[config.mk]
export PLATFORM = sky130hd
export DESIGN_NAME = pease_fft
export DESIGN_NICKNAME = d
export VERILOG_FILES = /design/src/source/fft_pkg.sv /design/src/source/pease_fft.sv /design/src/source/multi_butterfly.sv /design/src/source/complex_multiplier.sv
export SDC_FILE = /design/constraint.sdc
export NUM_CORES = 2
export LEC_CHECK = 0
export BUFFER_PORTS_ARGS = -buffer_cell sky130_fd_sc_hd__buf_2
export CAP_MARGIN = 20
export CORE_UTILIZATION = 40
export CTS_CLUSTER_SIZE = 20
export DETAILED_ROUTE_END_ITERATION = 10
export GPL_TIMING_DRIVEN = 0
export MAX_ROUTING_LAYER = met4
export SLEW_MARGIN = 10
export SYNTH_ARGS = -nofsm -noshare
export SYNTH_HDL_FRONTEND = slang
export SYNTH_SLANG_ARGS = --single-unit
[constraint.sdc]
create_clock -name clk -period 17.1 [get_ports clk]
set_input_delay 3.42 -clock clk [delete_from_list [all_inputs] [get_ports clk]]
set_output_delay 3.42 -clock clk [all_outputs]
set_load 0.02 [all_outputs]
[src/source/fft_pkg.sv]
// fft shared constants
package fft_pkg;

  // ==========================================================================
  // number format
  // ==========================================================================

  // one real or imaginary part, two's complement
  localparam int data_width = 16;
  // fractional bits, also the shift applied after every product
  localparam int frac_bits = 12;

  // ==========================================================================
  // transform geometry
  // ==========================================================================

  localparam int num_points = 8;
  // log2 of num_points
  localparam int num_stages = 3;
  // radix-2, so half the points per stage
  localparam int num_butterflies = num_points / 2;
  // complex multipliers shared by the butterflies
  localparam int num_mults = 2;

  // ==========================================================================
  // twiddle table
  // ==========================================================================

  // e^(-2*pi*i*k/8) for k = 0..3, rounded to frac_bits
  // real part is cos, imaginary part is -sin
  localparam logic signed [data_width-1:0] twiddle_re [num_points/2] = '{
    16'sd4096, 16'sd2896, 16'sd0, -16'sd2896
  };
  localparam logic signed [data_width-1:0] twiddle_im [num_points/2] = '{
    16'sd0, -16'sd2896, -16'sd4096, -16'sd2896
  };

endpackage
[src/source/pease_fft.sv]
// pease fft top level
`timescale 1ns/1ns

module pease_fft (
  input  logic clk,
  input  logic reset,

  // sample input, all points in one transfer
  input  logic recv_val,
  output logic recv_rdy,
  input  logic [fft_pkg::data_width-1:0] in_re [fft_pkg::num_points],
  input  logic [fft_pkg::data_width-1:0] in_im [fft_pkg::num_points],

  // bin output, all points in one transfer
  output logic send_val,
  input  logic send_rdy,
  output logic [fft_pkg::data_width-1:0] out_re [fft_pkg::num_points],
  output logic [fft_pkg::data_width-1:0] out_im [fft_pkg::num_points]
);

  // INIT holds recv_rdy low through reset
  typedef enum logic [2:0] {
    INIT,
    IDLE,
    ISSUE,
    BUSY,
    DONE
  } state_t;

  state_t state;
  logic [$clog2(fft_pkg::num_stages)-1:0] stage;

  // sample memory, rewritten in place by every stage
  logic [fft_pkg::data_width-1:0] mem_re [fft_pkg::num_points];
  logic [fft_pkg::data_width-1:0] mem_im [fft_pkg::num_points];

  // butterfly unit handshake
  logic bf_recv_val;
  logic bf_recv_rdy;
  logic bf_send_val;
  logic bf_send_rdy;

  // butterfly operands and results
  logic [fft_pkg::data_width-1:0] bf_ar [fft_pkg::num_butterflies];
  logic [fft_pkg::data_width-1:0] bf_ac [fft_pkg::num_butterflies];
  logic [fft_pkg::data_width-1:0] bf_br [fft_pkg::num_butterflies];
  logic [fft_pkg::data_width-1:0] bf_bc [fft_pkg::num_butterflies];
  logic [fft_pkg::data_width-1:0] bf_wr [fft_pkg::num_butterflies];
  logic [fft_pkg::data_width-1:0] bf_wc [fft_pkg::num_butterflies];
  logic [fft_pkg::data_width-1:0] bf_cr [fft_pkg::num_butterflies];
  logic [fft_pkg::data_width-1:0] bf_cc [fft_pkg::num_butterflies];
  logic [fft_pkg::data_width-1:0] bf_dr [fft_pkg::num_butterflies];
  logic [fft_pkg::data_width-1:0] bf_dc [fft_pkg::num_butterflies];

  // twiddle exponent per butterfly, and the mask of bits kept this stage
  logic [1:0] tw_mask;
  logic [1:0] tw_exp [fft_pkg::num_butterflies];

  assign recv_rdy    = (state == IDLE);
  assign send_val    = (state == DONE);
  assign bf_recv_val = (state == ISSUE);
  assign bf_send_rdy = (state == BUSY);

  // ==========================================================================
  // stage wiring, identical for every stage
  // ==========================================================================

  // stage s clears the low (2 - s) bits of j
  assign tw_mask = 2'b11 << (2'(fft_pkg::num_stages - 1) - stage);

  // butterfly j reads 2j and 2j+1
  always_comb begin
    for (int j = 0; j < fft_pkg::num_butterflies; j++) begin
      tw_exp[j] = 2'(j) & tw_mask;
      bf_ar[j]  = mem_re[2*j];
      bf_ac[j]  = mem_im[2*j];
      bf_br[j]  = mem_re[2*j+1];
      bf_bc[j]  = mem_im[2*j+1];
      bf_wr[j]  = fft_pkg::twiddle_re[tw_exp[j]];
      bf_wc[j]  = fft_pkg::twiddle_im[tw_exp[j]];
    end
  end

  multi_butterfly i_multi_butterfly (
    .clk     (clk),
    .reset   (reset),
    .recv_val(bf_recv_val),
    .recv_rdy(bf_recv_rdy),
    .send_val(bf_send_val),
    .send_rdy(bf_send_rdy),
    .ar      (bf_ar),
    .ac      (bf_ac),
    .br      (bf_br),
    .bc      (bf_bc),
    .wr      (bf_wr),
    .wc      (bf_wc),
    .cr      (bf_cr),
    .cc      (bf_cc),
    .dr      (bf_dr),
    .dc      (bf_dc)
  );

  // ==========================================================================
  // memory and control
  // ==========================================================================

  // load on input transfer, otherwise c goes to j and d goes to j+4
  always_ff @(posedge clk) begin
    if (recv_val && recv_rdy) begin
      mem_re <= in_re;
      mem_im <= in_im;
    end else if (bf_send_val && bf_send_rdy) begin
      for (int j = 0; j < fft_pkg::num_butterflies; j++) begin
        mem_re[j] <= bf_cr[j];
        mem_im[j] <= bf_cc[j];
        mem_re[j + fft_pkg::num_butterflies] <= bf_dr[j];
        mem_im[j + fft_pkg::num_butterflies] <= bf_dc[j];
      end
    end
  end

  // per stage: one issue cycle, then BUSY until the results return
  always_ff @(posedge clk) begin
    if (reset) begin
      state <= INIT;
      stage <= '0;
    end else begin
      case (state)
        INIT: state <= IDLE;
        IDLE: begin
          if (recv_val) begin
            state <= ISSUE;
          end
        end
        ISSUE: begin
          if (bf_recv_rdy) begin
            state <= BUSY;
          end
        end
        BUSY: begin
          if (bf_send_val) begin
            if (stage == 2'(fft_pkg::num_stages - 1)) begin
              stage <= '0;
              state <= DONE;
            end else begin
              stage <= stage + 2'd1;
              state <= ISSUE;
            end
          end
        end
        // memory is frozen here, so the bins stay stable
        DONE: begin
          if (send_rdy) begin
            state <= IDLE;
          end
        end
        default: state <= INIT;
      endcase
    end
  end

  // bins come straight from the memory after the last stage
  assign out_re = mem_re;
  assign out_im = mem_im;

endmodule

[src/source/multi_butterfly.sv]
// buffered multi-butterfly unit
`timescale 1ns/1ns

module multi_butterfly (
  input  logic clk,
  input  logic reset,
  input  logic recv_val,
  output logic recv_rdy,
  output logic send_val,
  input  logic send_rdy,

  // operands, one entry per butterfly
  input  logic [fft_pkg::data_width-1:0] ar [fft_pkg::num_butterflies],
  input  logic [fft_pkg::data_width-1:0] ac [fft_pkg::num_butterflies],
  input  logic [fft_pkg::data_width-1:0] br [fft_pkg::num_butterflies],
  input  logic [fft_pkg::data_width-1:0] bc [fft_pkg::num_butterflies],
  input  logic [fft_pkg::data_width-1:0] wr [fft_pkg::num_butterflies],
  input  logic [fft_pkg::data_width-1:0] wc [fft_pkg::num_butterflies],

  // results, c = a + w*b and d = a - w*b
  output logic [fft_pkg::data_width-1:0] cr [fft_pkg::num_butterflies],
  output logic [fft_pkg::data_width-1:0] cc [fft_pkg::num_butterflies],
  output logic [fft_pkg::data_width-1:0] dr [fft_pkg::num_butterflies],
  output logic [fft_pkg::data_width-1:0] dc [fft_pkg::num_butterflies]
);

  typedef enum logic [1:0] {
    IDLE,
    COMP,
    DONE
  } state_t;

  state_t state;

  // rotation step, each multiplier visits two butterflies
  logic rot;

  // buffered operands
  logic [fft_pkg::data_width-1:0] s_ar [fft_pkg::num_butterflies];
  logic [fft_pkg::data_width-1:0] s_ac [fft_pkg::num_butterflies];
  logic [fft_pkg::data_width-1:0] s_br [fft_pkg::num_butterflies];
  logic [fft_pkg::data_width-1:0] s_bc [fft_pkg::num_butterflies];
  logic [fft_pkg::data_width-1:0] s_wr [fft_pkg::num_butterflies];
  logic [fft_pkg::data_width-1:0] s_wc [fft_pkg::num_butterflies];

  // butterfly served by each multiplier in the current step
  logic [$clog2(fft_pkg::num_butterflies)-1:0] sel [fft_pkg::num_mults];

  // products w*b from the shared multipliers
  logic [fft_pkg::data_width-1:0] m_cr [fft_pkg::num_mults];
  logic [fft_pkg::data_width-1:0] m_cc [fft_pkg::num_mults];

  assign recv_rdy = (state == IDLE);
  assign send_val = (state == DONE);

  // ==========================================================================
  // shared multipliers
  // ==========================================================================

  for (genvar gi = 0; gi < fft_pkg::num_mults; gi++) begin : g_mult
    // multiplier gi covers butterflies 2*gi and 2*gi+1
    assign sel[gi] = {1'(gi), rot};

    complex_multiplier i_mult (
      .ar(s_br[sel[gi]]),
      .ac(s_bc[sel[gi]]),
      .br(s_wr[sel[gi]]),
      .bc(s_wc[sel[gi]]),
      .cr(m_cr[gi]),
      .cc(m_cc[gi])
    );
  end

  // ==========================================================================
  // datapath
  // ==========================================================================

  // take a full set of operands on the input transfer
  always_ff @(posedge clk) begin
    if (recv_val && recv_rdy) begin
      s_ar <= ar;
      s_ac <= ac;
      s_br <= br;
      s_bc <= bc;
      s_wr <= wr;
      s_wc <= wc;
    end
  end

  // each compute step retires one butterfly per multiplier
  // sums wrap at data_width
  always_ff @(posedge clk) begin
    if (state == COMP) begin
      for (int i = 0; i < fft_pkg::num_mults; i++) begin
        cr[sel[i]] <= s_ar[sel[i]] + m_cr[i];
        cc[sel[i]] <= s_ac[sel[i]] + m_cc[i];
        dr[sel[i]] <= s_ar[sel[i]] - m_cr[i];
        dc[sel[i]] <= s_ac[sel[i]] - m_cc[i];
      end
    end
  end

  // ==========================================================================
  // control
  // ==========================================================================

  // IDLE -> COMP for two steps -> DONE until the sink takes the results
  always_ff @(posedge clk) begin
    if (reset) begin
      state <= IDLE;
      rot   <= 1'b0;
    end else begin
      case (state)
        IDLE: begin
          if (recv_val) begin
            state <= COMP;
          end
        end
        COMP: begin
          rot <= ~rot;
          // second step done
          if (rot) begin
            state <= DONE;
          end
        end
        DONE: begin
          if (send_rdy) begin
            state <= IDLE;
          end
        end
        default: state <= IDLE;
      endcase
    end
  end

endmodule

[src/source/complex_multiplier.sv]
// fixed-point complex multiplier
`timescale 1ns/1ns

module complex_multiplier (
  input  logic [fft_pkg::data_width-1:0] ar,
  input  logic [fft_pkg::data_width-1:0] ac,
  input  logic [fft_pkg::data_width-1:0] br,
  input  logic [fft_pkg::data_width-1:0] bc,
  output logic [fft_pkg::data_width-1:0] cr,
  output logic [fft_pkg::data_width-1:0] cc
);

  // operand sums need one extra bit
  logic signed [fft_pkg::data_width:0] sum_a;
  logic signed [fft_pkg::data_width:0] diff_b;
  logic signed [fft_pkg::data_width:0] sum_b;

  // full precision products and combinations, 34 bits
  logic signed [2*fft_pkg::data_width+1:0] k1;
  logic signed [2*fft_pkg::data_width+1:0] k2;
  logic signed [2*fft_pkg::data_width+1:0] k3;
  logic signed [2*fft_pkg::data_width+1:0] full_re;
  logic signed [2*fft_pkg::data_width+1:0] full_im;

  // gauss form, three multipliers instead of four
  // k1 = br*(ar+ac), k2 = ar*(bc-br), k3 = ac*(br+bc)
  always_comb begin
    sum_a  = $signed(ar) + $signed(ac);
    diff_b = $signed(bc) - $signed(br);
    sum_b  = $signed(br) + $signed(bc);
    k1 = $signed(br) * sum_a;
    k2 = $signed(ar) * diff_b;
    k3 = $signed(ac) * sum_b;
    // exact at full width, same as ar*br - ac*bc and ar*bc + ac*br
    full_re = k1 - k3;
    full_im = k1 + k2;
  end

  // floor shift back to the fixed-point grid, keep the low bits (wraps)
  assign cr = fft_pkg::data_width'(full_re >>> fft_pkg::frac_bits);
  assign cc = fft_pkg::data_width'(full_im >>> fft_pkg::frac_bits);

endmodule

# Word-level counts from Yosys, hierarchy flattened
# Index checks and enable logic that the tools add are counted.
[word_totals] reg_bits=872 latch_bits=0 ramBits=0 romBits=0 inputBits=260 wordCells=204 memories=0
[op_classes] n_addsub=20 multipliers=6 n_div=0 magnitude_cmp=7 n_eq_ne=14 n_shift=1 mux=81 bitwise_logic=6 reduce_logical=11
[ops] operator="two-way mux 16 bit" n=38
[ops] operator="binary-select mux 16 bit (select 2 bit)" n=18
[ops] operator="bitwise mux 64 bit" n=8
[ops] operator="two-way mux 128 bit" n=4
[ops] operator="multiplier 16 x 17 -> 28 bit" n=6
[ops] operator="adder 16 x 16 -> 17 bit" n=4
[ops] operator="adder 16 bit" n=4
[ops] operator="demux 16 bit (select 2 bit)" n=2
[ops] operator="subtractor 16 bit" n=4
[ops] operator="adder 28 bit" n=2
[ops] operator="subtractor 28 bit" n=2
[ops] operator="subtractor 16 x 16 -> 17 bit" n=2
[ops] operator="greater-or-equal comparator 3 bit (second input constant)" n=5
[ops] operator="two-way mux 3 bit" n=5
[ops] operator="case mux 3 bit (5 select lines)" n=1
[ops] operator="inverter 2 -> 3 bit" n=3
[ops] operator="two-way mux 2 bit" n=4
[ops] operator="!= test 2 x 1 -> 1 bit (second input constant)" n=4
[ops] operator="== test 3 x 2 -> 1 bit (second input constant)" n=2
[ops] operator="< comparator 3 x 1 -> 1 bit (second input constant)" n=2
[ops] operator="!= test 2 bit (second input constant)" n=3
[ops] operator="inverter 1 -> 3 bit" n=2
[ops] operator="case mux 2 bit (3 select lines)" n=1
[ops] operator="logical AND 1 bit" n=5
[ops] operator="other kinds (14)" n=15

# Depth between registers and ports, before layout
[logic_depth] word_depth=10 mapped_depth=65 mapped_depth_nobuf=60

# Hierarchy
# A second synthesis with hierarchy kept.
[hier_totals] cells_unflattened=9061 hier_area_um2=99145.1
[modules_own_cells] mod="complex_multiplier at i_multi_butterfly.g_mult[0].i_mult" n_inst=1 cells_each=3327 area_each_um2=30106.4
[modules_own_cells] mod="complex_multiplier at i_multi_butterfly.g_mult[1].i_mult" n_inst=1 cells_each=3300 area_each_um2=29902.4
[modules_own_cells] mod="multi_butterfly" n_inst=1 cells_each=1847 area_each_um2=27894.3
[modules_own_cells] mod="pease_fft" n_inst=1 cells_each=587 area_each_um2=11242.0

# Worst setup path after synthesis
# No wires, ideal clock.
[synth_path] path_kind="flip-flop to flip-flop" start="reg i_multi_butterfly.rot" end="reg i_multi_butterfly.dr[15] (netlist bit) (data pin)" setup_ns=0.266 arrival_time_ns=13.706 setup_slack_ns=3.128 path_stages_with_launch=60 path_buffers=6 period_less_slack_ns=13.972 path_cell_list="dfxtp_1 clkbuf_1 buf_2 buf_2 buf_2 buf_1 mux2i_1 inv_1 ha_1 nor2b_1 o31ai_2 nand2b_1 a21o_1 a21o_1 a21oi_1 xnor2_1 nand2_1 fa_1 [... 24 more ...] ha_1 o21ai_0 nor2_1 o311a_1 nor3_1 a21oi_1 a21oi_1 xnor2_1 ha_1 clkbuf_1 nor2_1 nand2_1 o21ai_0 a311oi_1 o21bai_1 a21oi_1 xnor3_1 nor2_1"
[synth_via] elab_chain_cells=10 elab_cells_between_ends=56 cone_classes="add/sub: 8; mul: 4; order compare: 4; mux: 36; bitwise: 2; reduce/logical: 2"
[synth_lines] element="start: declaration" line="multi_butterfly.sv:36" text="logic rot;"
[synth_lines] element="start signal: assignment" line="multi_butterfly.sv:120" text="rot <= ~rot;"
[synth_lines] element="inverter 1 -> 3 bit (not written as such)"
[synth_lines] element="binary-select mux 16 bit (select 2 bit) (on tied branches)"
[synth_lines] element="two-way mux 16 bit (on tied branches) (2 in series)"
[synth_lines] element="adder 16 x 16 -> 17 bit (on tied branches)" line="complex_multiplier.sv:28, complex_multiplier.sv:30"
[synth_lines] element="multiplier 16 x 17 -> 28 bit (on tied branches)" line="complex_multiplier.sv:31, complex_multiplier.sv:33"
[synth_lines] element="subtractor 28 bit" line="complex_multiplier.sv:35" text="full_re = k1 - k3;"
[synth_lines] element="subtractor 16 bit" line="multi_butterfly.sv:97" text="dr[sel[i]] <= s_ar[sel[i]] - m_cr[i];"
[synth_lines] element="bitwise mux 64 bit" line="multi_butterfly.sv:97"
[synth_lines] element="bitwise mux 64 bit *" line="multi_butterfly.sv:97"
[synth_lines] element="end signal: indexed assignment" line="multi_butterfly.sv:97"
[synth_lines] element="end: declaration" line="multi_butterfly.sv:23" text="output logic [fft_pkg::data_width-1:0] dr [fft_pkg::num_butterflies],"
# Mark *: on every way between the ends. The rest lies on a longest branch, timed or not. The select of a mux whose other input is x is not followed.
# A chain may end at the register's enable or synchronous reset.

# Final worst setup path
[layout_path] start="reg i_multi_butterfly.rot" end="reg i_multi_butterfly.dc[14] (netlist bit) (data pin)"
[layout_via] elab_chain_cells=10 elab_cells_between_ends=56 cone_classes="add/sub: 8; mul: 4; order compare: 4; mux: 36; bitwise: 2; reduce/logical: 2"
[layout_lines] element="inverter 1 -> 3 bit (not written as such)"
[layout_lines] element="binary-select mux 16 bit (select 2 bit) (on tied branches)"
[layout_lines] element="two-way mux 16 bit (on tied branches) (2 in series)"
[layout_lines] element="adder 16 x 16 -> 17 bit / subtractor 16 x 16 -> 17 bit (equally long branches)" line="complex_multiplier.sv:28, complex_multiplier.sv:29"
[layout_lines] element="multiplier 16 x 17 -> 28 bit (on tied branches)" line="complex_multiplier.sv:31, complex_multiplier.sv:32"
[layout_lines] element="adder 28 bit" line="complex_multiplier.sv:36" text="full_im = k1 + k2;"
[layout_lines] element="subtractor 16 bit" line="multi_butterfly.sv:98" text="dc[sel[i]] <= s_ac[sel[i]] - m_cc[i];"
[layout_lines] element="bitwise mux 64 bit" line="multi_butterfly.sv:98"
[layout_lines] element="bitwise mux 64 bit *" line="multi_butterfly.sv:98"
[layout_lines] element="end signal: indexed assignment" line="multi_butterfly.sv:98"
[layout_lines] element="end: declaration" line="multi_butterfly.sv:24" text="output logic [fft_pkg::data_width-1:0] dc [fft_pkg::num_butterflies]"
# Marked as above.

==> results.cfg <==
[synthesis]
ys_seq_elements = 776
yosys.area.top_type = edfxtp_1
ys_seq_area_share_pct = 34.4
avgSynthCellArea_um2 = 10.8
yosys_warnings = 0
netlist.area_leader.share_pct = 34.2
ys_async_sr_fraction_pct = 0
netlist_area_um2 = 67400
netlist_top_cells_count = inv_1, nand2_1, fa_1
synth_most_common_cell = inv_1
synth_cells = 6260
ys_top_cells_by_area = edfxtp_1, fa_1, ha_1, inv_1, nand2_1
ys_types = 75
synth_edf_count = 768
synth_ff_type = edfxtp_1

[clock_network]
root_buffer = clkbuf_16
numCtsBuffers = 90
cts_buffer_depth = 3
clk_pin_slew_ns = 0.07
htree_levels = 3
cts_tree = done
clkLatencyLatePin_ns = 0.76
cts_sinks = 776

[run_status]
status = finished, final reports clean

[detailed_routing]
vias_per_cell = 5.17
drt_wl_total_um = 240000
drc = 0
wire_per_inst_um = 26.0
drtPass1Iterations = 8
ant_nets = 0
drtIter0Drc = 4102
num_vias = 47800

[global_route]
antenna_found_initial = 16
overflow = 0
track_usage_pct = 29.3
grt_pass1_wl_um = 341000
grt_pass1_vias = 48600
grt_max_degree = 53

[critical_path]
critical_path.max_stage_delay_ns = 0.82
crit_type = register to register
arrival_ns = 17.28
crit_path_end_kind = register
crit_path_frequent_cell = inv_1
worstPathMaxFanout = 19
startpoint_type = register
cp.required_ns = 17.57
crit_slowest_cell = nor2_1

[timing]
slew_violations = 0
fin_crit_sh_pct = 98.3
grt_setup_unrepaired = true
setup_viol = 0
worst_pin_slew_ns = 1.19
fin_skew_ns = 0.0700
hold_violations = 0
fmax_mhz = 59.5
fin_crit_ns = 16.82
slew_headroom_pct = 20.3

[floorplanning]
die_x_um = 413
start_util_pct = 40.3
fp.dieH_um = 413
core_area_um2 = 167000
die_area_um2 = 170000
num_rows = 150
io_pins = 518

[cells_and_area]
layout-drive-gt1-share_pct = 12.4
fillers = 15800
nNetsFinal = 8697
fin_area_um2 = 77200
syn2layout_area_growth_pct = 14.4

[hold_path]
hp-class = register to register

[job]
cap_violations = 0

[placed_design]
gp_congestion = 0.987
placed_cell_area_um2 = 73700
portBuffers = 516
place_hpwl_um = 204000
## per-stage QoR
stage                     utilization [%]  setup WS, ns  hold WS, ns  TNS, ns  std cells
after floorplan                         -          3.13        0.487        0       6315
after global placement               43.6         -3.96        0.429  -312.84       9035
after detailed placement             44.1         -3.43        0.430  -192.13       9073
after CTS                            46.0        0.0106        0.434        0       9237
after global routing                 46.1       -0.0488        0.448   -0.127       9243
final                                46.1         0.283        0.439        0       9246
## layer usage
| layer | GRT usage (%) | routed length (um) |
|---|---|---|
| met3 | 5.69 | 19600 |
| met1 | 37.8 | 98300 |
| met5 | - | 0 |
| met4 | 11.9 | 11300 |
| met2 | 45.4 | 111000 |
## worst max-delay path: cells and delay by family (launching register included)
family / cells / cell delay (ns)
fa+ha+maj: 15 / 6.26
compound gates: 13 / 3.60
simple gates: 9 / 2.47
buf+inv: 13 / 2.19
mux: 1 / 0.70
flops: 1 / 0.61
xor+xnor: 2 / 0.61
## registers in the layout, summed over array words and instances (netlist names), 61 cells and up
signal,count
out_im,128
i_multi_butterfly.s_ac,64
i_multi_butterfly.cc,61
i_multi_butterfly.s_ar,64
out_re,128
i_multi_butterfly.dr,64
i_multi_butterfly.dc,63
i_multi_butterfly.s_bc,64
i_multi_butterfly.s_br,64
## cells by family (layout without fill, tap and decap cells)
kind of cell / after synthesis / in the layout / share of synthesized area [%]
xor gates and xnor gates: 364 / 364 / 4.86
other: 2 / 62 / 0.0111
DFF: 776 / 776 / 34.4
adders and majority gates: 1474 / 1474 / 36.3
muxes: 135 / 135 / 2.16
and+or+nand+nor: 1813 / 1813 / 11.0
AOI/OAI and AO/OA: 439 / 439 / 4.20
buffers and inverters: 1257 / 1979 / 7.00
## cells in the final DEF, fill, tap and decap left out, types with 148 or more instances in the layout
cell type,n
fa_1,803
clkbuf_1,148
xnor2_1,264
nand2_1,1000
inv_1,1084
ha_1,671
a21oi_1,151
nor2_1,529
buf_2,522
edfxtp_1,768
## cell type report
cell class	count	area [um^2]	share of cell area, %
Antenna cell	5	12.5	0.0162
Clock inverter	64	832	1.08
Timing Repair Buffer	558	3320	4.30
Clock buffer	102	2300	2.98
Multi-Input combinational cell	4282	39900	51.8
Buffer	165	674	0.874
Sequential cell	776	23200	30.1
Inverter	1090	4090	5.30
Tap cell	2204	2760	3.57
## path summary, 6_finish.rpt
check | startpoint | to | slack (ns) | cells past startpoint
worst max register to register | i_multi_butterfly.rot | i_multi_butterfly.dc[14] | 0.28 | 53
worst min-delay path | out_re[108] | i_multi_butterfly.s_br[60] | 0.44 | 0
worst max-delay path | i_multi_butterfly.rot | i_multi_butterfly.dc[14] | 0.28 | 53
worst min register to register | out_re[108] | i_multi_butterfly.s_br[60] | 0.44 | 0
## what timing repair did
action,CTS,global route
gates resized for setup,29,22
pin swaps,0,1
hold buffers,0,0
setup endpoints to repair,140,64
setup buffers,0,1
Power is left out: the tool's default activity adds up to more than one toggle a clock period on the data nets, which glitch-free logic cannot reach.
